===== src/common/scroll_cfg.svh =====
`ifndef SCROLL_CFG_SVH
`define SCROLL_CFG_SVH

// tilemap scan
`define SCR_COLS       21          // tile columns fetched per line
`define SCR_MAP_AW     13          // tilemap word address
`define SCR_MAX_TILE   17'h1FFFF   // highest tile number that draws

// priority queue
`define SCR_PRI_LEVELS 16
`define SCR_Q_AW       9           // 16 levels of 21 slots fit in 512

// line buffer side
`define SCR_VISIBLE_W  320         // pixels 0..319 are written
`define SCR_BUF_AW     9

`endif


===== src/common/scroll_pkg.sv =====
package scroll_pkg;

    // one queued tile, as it sits in the queue RAM
    typedef struct packed {
        logic [15:0]        attr;  // [11:8] priority, [6:0] palette
        logic [15:0]        tile;
        logic signed [15:0] xpos;  // screen x of the tile's left edge
        logic signed [15:0] ypos;
    } tile_entry_t;

    // one 32-bit graphics slice, 8 pixels across
    typedef union packed {
        logic [31:0]     raw;
        logic [7:0][3:0] pix;      // pix[0] sits in the low nibble
    } gfx_slice_u;

    // line buffer word
    typedef struct packed {
        logic [3:0] pri;
        logic [6:0] pal;
        logic [3:0] code;          // zero never reaches the buffer
    } pix_word_t;

endpackage


===== src/scroll_layer/tile_render.sv =====
`timescale 1ns/1ps
`include "scroll_cfg.svh"

module tile_render
    import scroll_pkg::*;
(
    input  logic                   CLK96,
    input  logic                   RESET96,
    input  logic                   ent_valid_i,
    input  tile_entry_t            ent_i,
    input  logic [3:0]             ent_pri_i,
    input  logic [8:0]             vrender_i,
    input  logic signed [12:0]     scroll_y_i,
    input  logic                   gfx_ok_i,
    input  logic [31:0]            gfx_data_i,
    output logic                   gfx_cs_o,
    output logic [14:0]            gfx_tile_o,
    output logic [15:0]            gfx_offs_o,
    output logic [3:0]             gfx_bank_o,
    output logic                   buf_we_o,
    output logic [`SCR_BUF_AW-1:0] buf_addr_o,
    output pix_word_t              buf_data_o,
    output logic                   tile_done_o
);

    typedef enum logic [1:0] {R_IDLE, R_REQ, R_PIX} r_st_t;

    r_st_t              st;
    logic               half;      // left or right 8 pixels
    logic [2:0]         pix_idx;
    gfx_slice_u         slice;
    logic signed [15:0] xpos_q;
    logic [6:0]         pal_q;
    logic [3:0]         pri_q;

    // only the row inside the tile matters for the offset
    wire [3:0] line_lo = vrender_i[3:0] + scroll_y_i[3:0];

    function automatic logic [15:0] slice_offs(input logic h);
        slice_offs = {9'd0, line_lo[3], h, line_lo[2:0], 2'b00};
    endfunction

    wire [3:0]         pix_code = slice.pix[pix_idx];
    wire signed [15:0] pix_pos  = xpos_q + $signed({12'd0, half, pix_idx});
    wire               on_line  = (pix_pos >= 16'sd0) && (pix_pos < 16'(`SCR_VISIBLE_W));
    wire               pix_wr   = (pix_code != 4'd0) && on_line;

    always_ff @(posedge CLK96 or posedge RESET96) begin
        if (RESET96) begin
            st          <= R_IDLE;
            half        <= 1'b0;
            pix_idx     <= 3'd0;
            gfx_cs_o    <= 1'b0;
            buf_we_o    <= 1'b0;
            tile_done_o <= 1'b0;
        end else begin
            buf_we_o    <= 1'b0;
            tile_done_o <= 1'b0;
            case (st)
                R_IDLE: if (ent_valid_i) begin
                    gfx_cs_o <= 1'b1;
                    half     <= 1'b0;
                    st       <= R_REQ;
                end
                R_REQ: if (gfx_ok_i) begin   // cs holds until ok
                    gfx_cs_o <= 1'b0;
                    pix_idx  <= 3'd0;
                    st       <= R_PIX;
                end
                R_PIX: begin
                    buf_we_o <= pix_wr;
                    pix_idx  <= pix_idx + 3'd1;
                    if (pix_idx == 3'd7) begin
                        if (!half) begin
                            half     <= 1'b1;
                            gfx_cs_o <= 1'b1;  // right half request
                            st       <= R_REQ;
                        end else begin
                            tile_done_o <= 1'b1;
                            st          <= R_IDLE;
                        end
                    end
                end
                default: st <= R_IDLE;
            endcase
        end
    end

    always_ff @(posedge CLK96) begin
        case (st)
            R_IDLE: if (ent_valid_i) begin
                xpos_q     <= ent_i.xpos;
                pal_q      <= ent_i.attr[6:0];
                pri_q      <= ent_pri_i;
                gfx_tile_o <= {ent_i.tile[12:0], 2'b00};
                gfx_bank_o <= {1'b0, ent_i.tile[15:13]};
                gfx_offs_o <= slice_offs(1'b0);
            end
            R_REQ: if (gfx_ok_i) slice.raw <= gfx_data_i;
            R_PIX: begin
                buf_addr_o      <= pix_pos[`SCR_BUF_AW-1:0];
                buf_data_o.pri  <= pri_q;
                buf_data_o.pal  <= pal_q;
                buf_data_o.code <= pix_code;
                if (pix_idx == 3'd7 && !half) gfx_offs_o <= slice_offs(1'b1);
            end
            default: ;
        endcase
    end

endmodule


===== config.mk =====
export PLATFORM = sky130hd
export DESIGN_NAME = tile_render
export DESIGN_NICKNAME = d
export VERILOG_FILES = /design/src/common/scroll_pkg.sv /design/src/scroll_layer/tile_render.sv
export VERILOG_INCLUDE_DIRS = /design/src /design/src/common
export SDC_FILE = /design/constraint.sdc
export NUM_CORES = 1
export LEC_CHECK = 0
export BUFFER_PORTS_ARGS = -buffer_cell sky130_fd_sc_hd__buf_2
export CAP_MARGIN = 20
export CORE_MARGIN = 5
export CORE_UTILIZATION = 49
export CTS_BUF_LIST = sky130_fd_sc_hd__clkbuf_8
export DETAILED_ROUTE_END_ITERATION = 6
export GPL_TIMING_DRIVEN = 0
export PLACE_DENSITY = 0.91
export SYNTH_ARGS = -nofsm -noshare
export SYNTH_HDL_FRONTEND = slang
export SYNTH_SLANG_ARGS = --single-unit

===== constraint.sdc =====
create_clock -name CLK96 -period 3.2 [get_ports CLK96]
set_input_delay 0.32 -clock CLK96 [delete_from_list [all_inputs] [get_ports CLK96]]
set_output_delay 0.32 -clock CLK96 [all_outputs]
set_load 0.01 [all_outputs]

==> results.ini <==
[run]
drv_cap=0

[logic_synthesis]
synth_flop_cell=edfxtp_1
synth_area_leaders=edfxtp_1 (71%), dfrtp_1 (5.1%), mux4_1 (4.7%)
synth_cells=243
ys_seq_area_frac=0.756
async_reset_ff_frac=0.0796
yosysWarningCount=0
avgSynthCellArea_um2=18.2
synthesis.area_um2=4430
ys_ff_latch=113
synth_top_cell_by_area=edfxtp_1
yosysTopAreaCellShare=0.705
synth_enable_flop_cells=104
synth_cell_types=41

[routing]
wl_um=8310
ant_nets=0
vias=2567
wire_per_inst_um=15.6
met1_length_um=3360
via_per_inst=4.82
drcViolationCount=0
maxUsedRoutingLayer=met4
met3_length_um=670
met2_length_um=4200
drtIter0Drc=110
dr.pass1.iters=4

[sta]
hold_slack_ns=0.0807
finalCritPeriodShare=0.721
slew_viol_final=0
setup_viol=0
timing.fmax_ghz=0.433
final_hold_viol_count=0
period_needed_ns=2.31
rsz0062_at_grt=false
relSlewSlack=0.538
skew_ns=0.00845
worst_slew_pin_slew_ns=0.691

[hold_path]
min-delay-start=ent_i[38]
whs_path_depth=1
whs_endpoint=gfx_tile_o[8]$_DFFE_PP_
hold_class=in -> reg

[pwr]
p_leak_nw=2.37
internal_power_mw=3.21
ir_worst_vdd_uv=431
comb_power_share=0.227
switching_share=0.291
p_per_area_nw_per_um2=787
p_sw_mw=1.31
power_mw=4.52
pwr-share-clk=0.287
power.share.sequential=0.486

[setup_path]
r2r_start=pix_idx[2]$_DFFE_PP0P_
critical_path_arrival_ns=2.63
endpoint_kind=flop
start_kind=flop
setup.worst_path.class=reg -> reg
timing.rr.end=buf_we_o$_DFF_PP0_
worst-r2r-cell-count=7
path_max_fanout=7
worst-r2r-setup-slack_ns=0.89
worst-endpoint-required_ns=3.53

[clocking]
clockBufferDepth=2
htreeDepth=4
clkLatencyLatePin_ns=0.41
cts.reportedPaths.clkPinSlew_ns=0.07
cts_tree=built
post_cts_resized=0
cts_sinks=113
post_cts_buffers=0
cts_buffers=17
cts_root_buf=clkbuf_8

[placement]
dp_hpwl_um=6210
place_inst=499
globalplace.congestion=0.793
io_buffers=134

[grt]
grt_pass1_wl_um=13400
track_usage=0.155
grt_max_degree=34
antenna_found_initial=0
grt.overflow.total=0
grt_pass1_vias=2746

[finish]
n_fill_cell=638
nets=549
synthToLayoutAreaGrowth_pct=29.8
final_util=0.656
diodes=0
final_cells=533
drive_gt1_frac=0.454

[status]
status=finished clean

[floorplan]
fp-row-count=34
coreArea_um2=8760
die_area_um2=11000
die_h_um=105
die_w_um=105
start_util=0.505
io_pins=188

==> registers in the layout, indices dropped and copies added, names as in the netlist <==
signal       cells
gfx_bank_o       3
tile_done_o      1
buf_we_o         1
buf_data_o      15
slice           32
pal_q            7
half             1
gfx_offs_o       5
pix_idx          3
pri_q            4
xpos_q          16
gfx_cs_o         1
st               2
gfx_tile_o      13
buf_addr_o       9
==> cell usage after synthesis (2+ instances only) <==
master	count
o21ai_1	3
o31ai_1	2
nor3_1	4
buf_4	14
fa_1	2
nor2b_1	3
nand2_1	11
mux2_2	4
and4_1	2
o21ai_0	4
buf_6	2
dfrtp_1	9
a21oi_1	5
a21o_1	2
inv_2	2
xor2_1	5
nand3_1	4
a31oi_1	2
xnor2_1	8
inv_1	13
nor2_1	3
edfxtp_1	104
ha_1	9
nor4_1	2
mux4_1	8
==> worst max path at each step <==
stage                           start                       end  slack, ns
2_1_floorplan       st[1]$_DFFE_PP0P_   gfx_bank_o[0]$_DFFE_PP_       0.41
3_3_place_gp        st[1]$_DFFE_PP0P_  gfx_tile_o[14]$_DFFE_PP_      -0.28
3_5_place_dp   pix_idx[0]$_DFFE_PP0P_        buf_we_o$_DFF_PP0_       0.90
4_1_cts        pix_idx[0]$_DFFE_PP0P_        buf_we_o$_DFF_PP0_       0.90
5_1_grt        pix_idx[2]$_DFFE_PP0P_        buf_we_o$_DFF_PP0_       0.75
6_report       pix_idx[2]$_DFFE_PP0P_        buf_we_o$_DFF_PP0_       0.89
==> routing by layer <==
metal	up-vias	global-route usage
li1	1249	-
met1	1204	0.183
met2	103	0.260
met3	11	0.0666
met4	0	0.0420
met5	-	0
==> through the flow <==
| stage | setup TNS (ns) | area [um2] | setup WS, ns |
|---|---|---|---|
| after global placement | -12.06 | 5280 | -0.282 |
| after detailed placement | 0 | 5320 | 0.904 |
| after global routing | 0 | 5750 | 0.747 |
| after floorplan | 0 | 4480 | 0.410 |
| final | 0 | 5750 | 0.892 |
| after CTS | 0 | 5720 | 0.900 |
==> power by group through the flow <==
| stage | clock network [mW] | registers, mW | logic [mW] |
|---|---|---|---|
| after global routing | 1.40 | 2.23 | 1.13 |
| final | 1.30 | 2.20 | 1.02 |
| after detailed placement | 0 | 2.24 | 1.02 |
| after CTS | 1.33 | 2.20 | 1.03 |
| after global placement | 0 | 2.22 | 0.946 |
| after floorplan | 0 | 2.29 | 0.550 |
==> critical path, cell delays in order (launching register included) <==
cell and delay, ns:
dfrtp_1 0.50, ha_1 0.40, and4_1 0.22, a2bb2oi_1 0.42, nor3_1 0.14, nor3_1 0.22
o211ai_2 0.12, nor3_2 0.20
==> area by class of cell <==
| type | instances | area, um2 | share of cell area |
|---|---|---|---|
| multi-input combinational | 112 | 951 | 0.166 |
| clock inverter | 15 | 158 | 0.0274 |
| buffer | 16 | 128 | 0.0222 |
| sequential | 113 | 3350 | 0.583 |
| tap | 108 | 135 | 0.0235 |
| timing repair buffer | 137 | 736 | 0.128 |
| inverter | 15 | 56.3 | 0.00980 |
| clock buffer | 17 | 234 | 0.0407 |
==> cell families after synthesis <==
family,count (synthesis),share of synthesized area
xor+xnor,13,0.0257
flops,113,0.756
compound gates,27,0.0415
other cells,1,0.000847
buf+inv,31,0.0415
fa+ha+maj,11,0.0345
simple gates,35,0.0418
mux,12,0.0577
==> cell usage in the layout (no fill, tap or decap), types with 3 or more instances in the layout <==
master | Yosys | routed
a21oi_1 | 5 | 5
buf_2 | 0 | 134
buf_4 | 14 | 14
clkbuf_8 | 0 | 17
clkinvlp_4 | 0 | 5
conb_1 | 1 | 14
dfrtp_1 | 9 | 9
edfxtp_1 | 104 | 104
ha_1 | 9 | 9
inv_1 | 13 | 13
inv_6 | 0 | 4
mux2_2 | 4 | 4
mux4_1 | 8 | 8
nand2_1 | 11 | 11
nand3_1 | 4 | 4
nor2b_1 | 3 | 3
nor3_1 | 4 | 4
o21ai_0 | 4 | 4
o21ai_1 | 3 | 3
xnor2_1 | 8 | 8
xor2_1 | 5 | 5
==> timing repair <==
action / 4_1_cts / 5_1_grt
hold buffers: 1 / 0
setup endpoints to repair: 0 / 0
hold endpoints to repair: 9 / 0
Note: power is estimated with default switching activity, not from simulation.
