### src/common/scroll_cfg.svh
`ifndef SCROLL_CFG_SVH
`define SCROLL_CFG_SVH

// tilemap scan
`define SCR_COLS       21          // tile columns fetched per line
`define SCR_MAP_AW     13          // tilemap word address
`define SCR_MAX_TILE   17'h1FFFF   // highest tile number that draws

// priority queue
`define SCR_PRI_LEVELS 16
`define SCR_Q_AW       9           // 16 levels of 21 slots fit in 512

// line buffer side
`define SCR_VISIBLE_W  320         // pixels 0..319 are written
`define SCR_BUF_AW     9

`endif

### src/common/scroll_pkg.sv
package scroll_pkg;

    // one queued tile, as it sits in the queue RAM
    typedef struct packed {
        logic [15:0]        attr;  // [11:8] priority, [6:0] palette
        logic [15:0]        tile;
        logic signed [15:0] xpos;  // screen x of the tile's left edge
        logic signed [15:0] ypos;
    } tile_entry_t;

    // one 32-bit graphics slice, 8 pixels across
    typedef union packed {
        logic [31:0]     raw;
        logic [7:0][3:0] pix;      // pix[0] sits in the low nibble
    } gfx_slice_u;

    // line buffer word
    typedef struct packed {
        logic [3:0] pri;
        logic [6:0] pal;
        logic [3:0] code;          // zero never reaches the buffer
    } pix_word_t;

endpackage

### src/scroll_layer/tilemap_scan.sv
`timescale 1ns/1ps
`include "scroll_cfg.svh"

module tilemap_scan
    import scroll_pkg::*;
(
    input  logic                   CLK96,
    input  logic                   RESET96,
    input  logic                   hb_i,
    input  logic                   vb_i,
    input  logic [8:0]             vrender_i,
    input  logic signed [12:0]     scroll_x_i,
    input  logic signed [12:0]     scroll_y_i,
    input  logic [15:0]            map_dout_i,
    input  logic                   line_done_i,
    output logic [`SCR_MAP_AW-1:0] map_addr_o,
    output logic                   push_o,
    output tile_entry_t            entry_o,
    output logic [3:0]             push_pri_o,
    output logic                   scan_done_o,
    output logic                   busy_o,
    output logic                   done_o
);

    typedef enum logic [2:0] {
        S_IDLE, S_TILE_ADDR, S_ATTR_ADDR, S_TILE, S_ATTR, S_WAIT
    } scan_st_t;

    scan_st_t    st;
    logic        hb_l;
    logic [4:0]  col;        // 0..21, 21 ends the scan
    logic [5:0]  tile_row;   // tile row of the rendered line
    logic [15:0] tile_q;

    wire hb_fall    = hb_l && !hb_i;
    wire line_start = hb_fall && (!vb_i || vrender_i == 9'd0);

    // line plus fine y, upper bits give the tile row
    wire [9:0] line_fine = {1'b0, vrender_i} + {6'd0, scroll_y_i[3:0]};

    // coarse scroll plus position, wraps at 32 tiles both ways
    wire [4:0] map_row = scroll_y_i[8:4] + tile_row[4:0];
    wire [4:0] map_col = scroll_x_i[8:4] + col;

    wire tile_kept = (map_dout_i != 16'd0) && ({1'b0, map_dout_i} <= `SCR_MAX_TILE);

    always_ff @(posedge CLK96 or posedge RESET96) begin
        if (RESET96) begin
            st          <= S_IDLE;
            hb_l        <= 1'b0;
            col         <= 5'd0;
            tile_row    <= 6'd0;
            push_o      <= 1'b0;
            scan_done_o <= 1'b0;
            busy_o      <= 1'b0;
            done_o      <= 1'b0;
        end else begin
            hb_l        <= hb_i;
            push_o      <= 1'b0;
            scan_done_o <= 1'b0;
            done_o      <= 1'b0;
            case (st)
                S_IDLE: if (line_start) begin   // starts while busy never get here
                    busy_o   <= 1'b1;
                    col      <= 5'd0;
                    tile_row <= line_fine[9:4];
                    st       <= S_TILE_ADDR;
                end
                S_TILE_ADDR: begin
                    if (col == 5'(`SCR_COLS)) begin
                        scan_done_o <= 1'b1;
                        st          <= S_WAIT;
                    end else begin
                        st <= S_ATTR_ADDR;
                    end
                end
                S_ATTR_ADDR: st <= S_TILE;
                S_TILE: begin
                    if (tile_kept) begin
                        st <= S_ATTR;
                    end else begin
                        col <= col + 5'd1;   // blank, 3 cycles for this column
                        st  <= S_TILE_ADDR;
                    end
                end
                S_ATTR: begin
                    push_o <= 1'b1;
                    col    <= col + 5'd1;
                    st     <= S_TILE_ADDR;
                end
                S_WAIT: if (line_done_i) begin
                    busy_o <= 1'b0;
                    done_o <= 1'b1;
                    st     <= S_IDLE;
                end
                default: st <= S_IDLE;
            endcase
        end
    end

    // map address and entry fields
    always_ff @(posedge CLK96) begin
        case (st)
            S_TILE_ADDR: map_addr_o <= {2'b00, map_row, map_col, 1'b1};  // tile word
            S_ATTR_ADDR: map_addr_o <= {2'b00, map_row, map_col, 1'b0};  // attribute
            S_TILE:      tile_q <= map_dout_i;
            S_ATTR: begin
                entry_o.attr <= map_dout_i;
                entry_o.tile <= tile_q;
                entry_o.xpos <= {7'd0, col, 4'd0} - {12'd0, scroll_x_i[3:0]};
                entry_o.ypos <= {6'd0, tile_row, 4'd0} - {12'd0, scroll_y_i[3:0]};
                push_pri_o   <= map_dout_i[11:8];
            end
            default: ;
        endcase
    end

endmodule

### config.mk
export PLATFORM = sky130hd
export DESIGN_NAME = tilemap_scan
export DESIGN_NICKNAME = d
export VERILOG_FILES = /design/src/common/scroll_pkg.sv /design/src/scroll_layer/tilemap_scan.sv
export VERILOG_INCLUDE_DIRS = /design/src /design/src/common
export SDC_FILE = /design/constraint.sdc
export NUM_CORES = 1
export LEC_CHECK = 0
export BUFFER_PORTS_ARGS = -buffer_cell sky130_fd_sc_hd__buf_4
export CORE_MARGIN = 2
export CORE_UTILIZATION = 30
export CTS_CLUSTER_SIZE = 10
export DETAILED_ROUTE_END_ITERATION = 10
export PLACE_DENSITY = 0.64
export SLEW_MARGIN = 10
export SYNTH_ARGS = -nofsm -noshare
export SYNTH_HDL_FRONTEND = slang
export SYNTH_SLANG_ARGS = --single-unit
export TNS_END_PERCENT = 50
### constraint.sdc
create_clock -name CLK96 -period 3.3 [get_ports CLK96]
set_input_delay 0.165 -clock CLK96 [delete_from_list [all_inputs] [get_ports CLK96]]
set_output_delay 0.165 -clock CLK96 [all_outputs]
set_load 0.01 [all_outputs]
==> metrics, run 1 <==
DPL Wire Length 6.78 mm; Leak about 0.0024 µW; Worst-Skew Late Latency 0.35 ns; Ports 141; slew margin rel. roughly 40%; fmax about 460 MHz; largest cells by area after synthesis edfxtp_1 56%, dfrtp_1 11%, ha_1 4.9%; overall routed net length 9.21 mm; layout cells sized above 1 between 30% and 40%; Final Critical Period 2.16 ns; Nets 519; P&R area growth vs syn 34.8%; top-count cell post-synth edfxtp_1; Final Hold Fails 0; EDFF count, synth 80; # rows 43; most frequent cells after synthesis 80 x edfxtp_1, 27 x inv_1, 21 x xnor2_1; die width roughly 120 µm; Mapped Area approximately 4300 µm²; worst vdd ir around 310 µV; CTS Buf Count 9; sequential-to-total area share from yosys stat 66.5%; H-tree depth 3; critical path endpoint category flop; unique cell type count in the Yosys netlist 49; total global routing overflow 0; Slew Viols, Final 0; cell count after synthesis between 300 and 400; Main synth FF type edfxtp_1; Crit Path Category in2reg; Slew @ Worst Pin just over 0.9 ns; drt drc 0; fin cells about 630; final setup TNS 0 ns; average cell area after synthesis between 10 and 15 µm²; antenna viol nets, final 0; Diodes inserted 0; Layout Skew 0.00846 ns; Synth Register Bits 99; Storage cell area between 2000 and 3000 µm²; Initial Util roughly 31%; outcome finished, final reports clean; HP Class in2reg; RSZ-0062 raised after global routing false; first-pass GRT wire length about 14 mm; DR vias 2880; Final Cycle Share about 65%; Final Setup Violations 0; Avg Vias per Cell 4.58; die height 124 µm; Sink Count 99; clk root buf clkbuf_16; critical path required time between 3 and 4 ns; vias in the first global route between 2000 and 3000; Total GRT Usage a little under an eighth; Max Cap Viol 0; pwr/cell area approximately 740 nW/µm²; Max Fanout on Critical Path 8; DR pass1 iterations 4; Critical Path AT between 2 and 2.5 ns; CTS tree done; Wirelength per Cell 14.6 µm; area leader, netlist edfxtp_1; port buffer count 130; pin count of the biggest net entering global routing 36; Core Region 14000 µm²; Placer Congestion between 0.7 and 0.8; yosys warns 0; Placed Instances 600; initial DRC count slightly below 200; post-CTS setup buffer count 0; FILL cells between 1000 and 1500; Max Root-Sink Buffers 2; fraction of registers with async set/reset around a fifth; top-area cell type share of the netlist area 55.5%; multi-input combinational cell area approximately 1200 µm²; initial antenna violation count 0; die footprint approximately 15000 µm²; CP Launch Type input port; Worst-path clk slew 0.07 ns
layer usage:
metal	GRT usage, %	part of all wire, %	up-vias
li1	-	-	1391
met1	14.3	42	1382
met2	20.2	50	96
met3	3.16	6.4	11
met4	5.34	1.6	0
met5	0	0	-
repair_timing:
item                                    in CTS  in global routing
hold buffers                                10                  3
hold endpoints to repair                    34                  5
gates resized for setup                      0                  0
endpoints found under the setup margin       0                  0
placed cells by master (no fill, tap or decap), types with 3 or more instances in the layout:
| master | n |
|---|---|
| a21o_1 | 6 |
| a21oi_1 | 15 |
| a311o_1 | 3 |
| buf_4 | 133 |
| clkbuf_16 | 9 |
| dfrtp_1 | 19 |
| dlygate4sd3_1 | 13 |
| edfxtp_1 | 80 |
| ha_1 | 17 |
| inv_1 | 26 |
| nand2_1 | 6 |
| nand3_1 | 9 |
| nor2_1 | 10 |
| nor3_1 | 6 |
| nor4_1 | 10 |
| o211ai_1 | 5 |
| o21ai_0 | 8 |
| xnor2_1 | 21 |
| xor2_1 | 6 |
worst paths after layout:
path	from	to	slack (ns)	cells past startpoint
setup reg to reg	st[2]	entry_o[5]	1.16	3
setup / recovery	map_dout_i[5]	col[0]	1.14	6
hold reg to reg	tile_q[2]	entry_o[34]	0.42	0
max in group asynchronous	RESET96	col[3]	2.27	3
min in group asynchronous	RESET96	push_o	0.52	3
hold / removal	map_dout_i[13]	tile_q[13]	0.02	1
worst max-delay path, stage by stage:
cell and delay, ns:
dlygate4sd3_1 0.54, buf_4 0.14, nor4_1 0.39, nand4_1 0.41, o21ai_0 0.54, a22oi_1 0.17
flip-flops by register name (all words and copies together) (netlist names):
signal	flops
hb_l	1
done_o	1
scan_done_o	1
st	3
tile_row	6
push_o	1
busy_o	1
tile_q	16
col	5
entry_o	53
map_addr_o	11
final cells by class:
type	count	share of cell area, %
clock buffer	9	3.86
clock inverter	7	1.37
inverter	27	1.74
multi-input combinational	161	20.5
sequential	99	49.3
tap	180	3.86
timing repair buffer	146	19.4
power breakdown:
group | leakage, µW | switching (µW) | internal, µW
logic | 0.00127 | 693 | 611
registers | 0.000972 | 198 | 1780
clock network | 0.000146 | 519 | 541
total | 0.00239 | 1410 | 2930
cells by family after synthesis:
kind of cell             after synthesis  synth area share (%)
flip-flops                            99                  66.5
AND/OR/NAND/NOR                       61                  7.98
AO/OA/AOI/OAI                         52                  8.13
buffers and inverters                 49                  5.96
XOR/XNOR                              27                  5.47
adder cells (fa/ha/maj)               19                  5.84
other                                  1                0.0867
metrics by stage:
stage | total power, µW | utilization (%) | hold slack [ns] | setup WS, ns | cell area, µm²
5_1_grt | 4620 | 41.7 | 0.00392 | 0.997 | 5830
4_1_cts | 4410 | 41.5 | 0.00251 | 1.09 | 5800
6_report | 4340 | 41.7 | 0.0150 | 1.14 | 5830
3_3_place_gp | 3280 | 38.6 | 0.292 | 1.15 | 5400
3_5_place_dp | 3330 | 38.6 | 0.296 | 1.12 | 5400
2_1_floorplan | 2770 | - | 0.116 | 0.977 | 4330
No activity file was read; power rests on OpenSTA's default activity.
==> inputs of run 2 (changes only) <==
==> constraint.sdc (replaced) <==
create_clock -name CLK96 -period 2.14 [get_ports CLK96]
set_input_delay 0.107 -clock CLK96 [delete_from_list [all_inputs] [get_ports CLK96]]
set_output_delay 0.107 -clock CLK96 [all_outputs]
set_load 0.01 [all_outputs]
==> run 2 against run 1 <==
Worst hold slack about the same; combinational power up 58%; routed wire length up 2.1%; clock power up 45%; sequential share of layout area down 0.84 points; setup slack worse by 0.93 ns; die area unchanged; core utilization up 0.72 points; cell count up 1.9%; sequential power up 55%; design area up 1.7%; critical path type unchanged; largest cell class unchanged.
==> metrics, run 2 (synthesized netlist as in run 1, its figures left out) <==
Buf/Inv on CP 3 (+1); final setup TNS 0 ns (unchanged); Final Setup Violations 0 (unchanged); commonest non-fill, non-tap cell in the layout buf_4; initial antenna violation count 0 (unchanged); Leak 0.00243 µW (+1.7%); initial DRC count 151 (-22%); final worst slack 0.218 ns (-0.926 ns); post-layout util 42.4% (+0.72 points); clk root buf clkbuf_16; critical path required time 2.23 ns (-1.27 ns); CTS tree done; max FFs per register 53 (unchanged); Slew Viols, Final 0 (unchanged); H-tree depth 3 (unchanged); Critical Path AT 2.01 ns (-0.35 ns); HP Class in2reg; max incr delay on CP 0.54 ns (about the same); Top Registers entry_o: 53 flops, tile_q: 16 flops, map_addr_o: 11 flops; critical path endpoint category flop; post-route cell area 5930 µm² (+1.7%); die height 124 µm (unchanged); Initial Util 30.9% (unchanged); placed instance area 5450 µm² (+1.0%); Max Cap Viol 0 (unchanged); port buffer count 130 (unchanged); # rows 43 (unchanged); Wirelength per Cell 14.7 µm (+0.20%); Total GRT Usage 12.4% (+0.50 points); die width 124 µm (unchanged); P&R area growth vs syn 37.2%; CP Launch Type input port; Core Region 14000 µm² (unchanged); critical path, cell by cell dlygate4sd3_1, buf_4, inv_1, ha_1, or3b_2, o21ai_0, nor3_1, xnor2_1; Slew @ Worst Pin 0.867 ns (-0.0435 ns); vias in the first global route 2914 (+5.6%); pin count of the biggest net entering global routing 55 (+53%); DR pass1 iterations 4 (unchanged); CTS Buf Count 9 (unchanged); commonest non-fill, non-tap cells in the layout 137 x buf_4, 80 x edfxtp_1, 26 x inv_1; Max Root-Sink Buffers 2 (unchanged); Worst-path clk slew 0.07 ns (about the same); Largest delay share family, worst path buffers and inverters; RSZ-0062 raised after global routing false; layout cells sized above 1 34.7% (-0.037 points); Avg Vias per Cell 4.52 (-1.2%); first-pass GRT wire length 14.4 mm (+5.5%); Final Critical Period ~1.9 ns; Sink Count 99 (unchanged); Final Cycle Share 89.8%; pwr/cell area 1120 nW/µm² (+50%); total global routing overflow 0 (unchanged); Max Fanout on Critical Path 4 (-4); Worst-Skew Late Latency 0.34 ns (about the same); drt drc 0 (unchanged); Slowest cell on crit path dlygate4sd3_1; overall routed net length 9.40 mm (+2.1%); Ports 141 (unchanged); fmax 520 MHz; Placer Congestion 0.782 (-1.4%); Layout Skew 0.00650 ns (-0.00196 ns); slew margin rel. 41.9% (+2.9 points); Crit Path Category in2reg; worst vdd ir 461 µV (+48%); Reg with most FFs entry_o; DP Worst Slack 0.356 ns (-0.763 ns); antenna viol nets, final 0 (unchanged); DR vias 2900 (+0.69%); Nets 531 (+2.3%); Post-CTS Resized 0 (unchanged); die footprint 15400 µm² (unchanged); DPL Wire Length 6.92 mm (+2.0%); outcome finished, final reports clean; Final Hold Fails 0 (unchanged); Diodes inserted 0 (unchanged)
-- run 2: cell types whose count changed in the layout (fill, tap and decap cells not counted), sizes merged --
cell         change
inv              -1
buf              +5
dlygate4sd3      +7
clkinvlp         +1
-- run 2: worst paths after layout --
| kind | end | from | slack (ns) | cells after the start |
|---|---|---|---|---|
| max in group asynchronous | scan_done_o | RESET96 | 1.16 | 3 |
| worst max register to register | map_addr_o[5] | col[0] | 0.36 | 7 |
| worst min-delay path | st[0] | line_done_i | 0.01 | 2 |
| worst min register to register | entry_o[45] | tile_q[13] | 0.42 | 0 |
| min in group asynchronous | push_o | RESET96 | 0.47 | 3 |
| worst max-delay path | entry_o[24] | scroll_x_i[0] | 0.22 | 8 |
-- run 2: area by class of cell --
type                       count  area (µm²)
inverter                      27         105
tap                          180         225
multi-input combinational    161        1190
clock buffer                   9         225
timing repair buffer         158        1250
fill                        1337        8060
sequential                    99        2880
clock inverter                 7        57.6
-- run 2: through the flow --
stage / total power (µW) / std cells / hold WS (ns)
6_report: 6650 / 641 / 0.0149
5_1_grt: 7100 / 641 / 0.00499
4_1_cts: 6770 / 641 / 0.0000905
3_5_place_dp: 5170 / 605 / 0.238
3_3_place_gp: 5110 / 605 / 0.234
2_1_floorplan: 4270 / 309 / 0.0581
-- run 2: worst reg2reg max path: stages (launching register included) --
cell,delay [ns]
dfrtp_1,0.47
ha_1,0.22
inv_1,0.06
fa_1,0.40
inv_1,0.08
a21o_1,0.11
a21oi_1,0.07
xnor2_1,0.12
-- run 2: per-layer routing --
| layer | vias to the layer above | part of all wire, % | track usage (%) |
|---|---|---|---|
| met4 | 0 | 1.7 | 5.55 |
| met1 | 1392 | 41 | 14.5 |
| li1 | 1411 | - | - |
| met5 | - | 0 | 0 |
| met2 | 86 | 52 | 21.9 |
| met3 | 11 | 5.2 | 2.70 |
-- run 2: what timing repair did --
item                      in CTS  in global routing
hold buffers                  20                  0
hold endpoints to repair      54                  0
setup buffers                  0                  0
-- run 2: where the power goes --
part / internal, µW / total (µW) / switching (µW)
sequential: 2750 / 3060 / 309
clock: 807 / 1540 / 732
combinational: 981 / 2050 / 1070
==> inputs of run 3 (changes only) <==
--- a/config.mk
+++ b/config.mk
@@ -12,6 +12,7 @@
 export CTS_CLUSTER_SIZE = 10
 export DETAILED_ROUTE_END_ITERATION = 10
 export PLACE_DENSITY = 0.64
+export REMOVE_ABC_BUFFERS = 1
 export SLEW_MARGIN = 10
 export SYNTH_ARGS = -nofsm -noshare
 export SYNTH_HDL_FRONTEND = slang
==> run 3 against run 2 <==
Sequential share of layout area is 0.21 points lower; worst hold slack hardly changed; highest routed layer unchanged; cell count is 0.16% higher; clock power is 4% higher.
==> metrics, run 3 (synthesized netlist as in run 1, its figures left out) <==
Wirelength per Cell 14.6 µm (-0.54%); Slew @ Worst Pin 0.878 ns (+0.0111 ns); DPL Wire Length 6.86 mm (-0.86%); WP depth 6 (-2); Max Cap Viol 0 (unchanged); switching portion of total power 32.1% (+0.35 points); Layout Skew 0.00964 ns (+0.00314 ns); layout cells sized above 1 35.1% (+0.36 points); worst vdd ir 552 µV (+20%); Comb pwr share 31.4% (+0.5 points); Total GRT Usage 12.4% (-0.066 points); initial antenna violation count 0 (unchanged); placed instance area 5450 µm² (about the same); RSZ-0062 raised after global routing false; antenna viol nets, final 0 (unchanged); total global routing overflow 0 (unchanged); H-tree depth 3 (unchanged); drt drc 0 (unchanged); Hold Path Sink st[0]; CTS tree done; R2R Setup Slk 0.36 ns (about the same); commonest non-fill, non-tap cells in the layout 138 x buf_4, 80 x edfxtp_1, 26 x inv_1; pin count of the biggest net entering global routing 31 (-44%); Slew Viols, Final 0 (unchanged); max incr delay on CP 0.54 ns (about the same); Placed Instances 606 (+0.17%); P&R area growth vs syn 37.8%; Max Root-Sink Buffers 2 (unchanged); clk root buf clkbuf_16; Slowest cell on crit path dlygate4sd3_1; Final Setup Violations 0 (unchanged); hold_buf cts 20 (unchanged); Nets 532 (+0.19%); Core Region 14000 µm² (unchanged); Final Power 6750 µW (+1.5%); Final Cycle Share 94.9% (+5.0 points); Diodes inserted 0 (unchanged); Ports 141 (unchanged); die width 124 µm (unchanged); total internal power 4580 µW (+0.97%); # rows 43 (unchanged); hold_sp line_done_i; pwr/cell area 1130 nW/µm² (+1.0%); CP Launch Type input port; fin cells 642 (+0.16%); Sink Count 99 (unchanged); Largest delay share family, worst path simple AND/OR/NAND/NOR gates; Avg Vias per Cell 4.55 (+0.53%); Post-CTS Resized 0 (unchanged); port buffer count 130 (unchanged); Final Critical Period 2.03 ns (+0.108 ns); DP Worst Slack 0.307 ns (-0.0491 ns); post-CTS setup buffer count 0 (unchanged); DR pass1 iterations 4 (unchanged); Placer Congestion 0.799 (+2.1%); first-pass GRT wire length 14.3 mm (about the same); overall routed net length 9.36 mm (-0.38%); CTS Buf Count 9 (unchanged); die height 124 µm (unchanged); Reg with most FFs entry_o; Worst R2R Start col[0]; Buf/Inv on CP 2 (-1); Crit Path Category in2reg; Psw 2170 µW (+2.6%); DR vias 2920 (+0.69%); Critical Path AT 2.23 ns (+0.22 ns); critical path endpoint category flop; Leak 0.00246 µW (+0.91%); clock power share 23.8% (+0.7 points); commonest non-fill, non-tap cell in the layout buf_4; Top Registers entry_o: 53 flops, tile_q: 16 flops, map_addr_o: 11 flops; Worst-path clk slew 0.07 ns (about the same); R2R Path End map_addr_o[5]; Final Hold Fails 0 (unchanged); Reg power frac 44.9% (-1.1 points); fmax 493 MHz (-5.3%); max FFs per register 53 (unchanged); Worst R2R Path Depth 7 (unchanged); initial DRC count 210 (+39%); final worst slack 0.110 ns (-0.108 ns); critical path, cell by cell dlygate4sd3_1, buf_4, nor4_1, nand4_1, o21ai_0, a22oi_1; die footprint 15400 µm² (unchanged); Worst-Skew Late Latency 0.35 ns (about the same); HP Class in2reg; outcome finished, final reports clean; vias in the first global route 2795 (-4.1%); Initial Util 30.9% (unchanged); post-route cell area 5960 µm² (+0.44%); critical path required time 2.34 ns (+0.11 ns); Max Fanout on Critical Path 8 (+4); hold path depth 2 (unchanged); slew margin rel. 41.2% (-0.74 points)
## run 3: how the worst max path moves through the flow
stage	startpoint	end	slack (ns)
final	map_dout_i[1]	col[0]	0.11
after global routing	map_dout_i[5]	col[0]	0.002
after CTS	map_dout_i[9]	col[0]	0.12
after detailed placement	map_dout_i[9]	col[0]	0.31
after global placement	map_dout_i[1]	col[0]	0.29
after floorplan	st[2]	entry_o[0]	-0.19
## run 3: metal layers
layer  track usage, %  up-vias  routed length, µm
met3             4.44        9                659
met5                0        -                  0
met2             19.8       95               4490
met1             15.7     1395               4130
li1                 -     1421                  -
met4             3.72        0                 87
## run 3: worst reg2reg max path, stage by stage, from the launching register on
cell and delay, ns:
dfrtp_1 0.47, ha_1 0.22, inv_1 0.05, fa_1 0.40, inv_1 0.08, a21o_1 0.10
a21oi_1 0.07, xnor2_1 0.13
## run 3: cell type report
| cell class | instances | area [µm²] |
|---|---|---|
| clock buffer | 9 | 225 |
| clock inverter | 7 | 80.1 |
| fill | 1333 | 8030 |
| inverter | 27 | 101 |
| multi-input combinational | 161 | 1190 |
| sequential | 99 | 2880 |
| tap | 180 | 225 |
| timing repair buffer | 159 | 1260 |
## run 3: power by group through the flow
stage          registers [µW]  clock network, µW  logic (µW)
4_1_cts                  3030               1650        2150
6_report                 3030               1600        2120
2_1_floorplan            3200                  0         956
3_5_place_dp             3070                  0        2120
3_3_place_gp             3050                  0        2080
5_1_grt                  3090               1750        2370
## run 3: through the flow
step                hold slack, ns  setup TNS (ns)  util [%]
floorplan                   0.0581          -10.09         -
global placement             0.242               0      39.0
detailed placement           0.244               0      39.0
CTS                        0.00580               0      42.6
global route                0.0256               0      42.6
finish                      0.0154               0      42.6
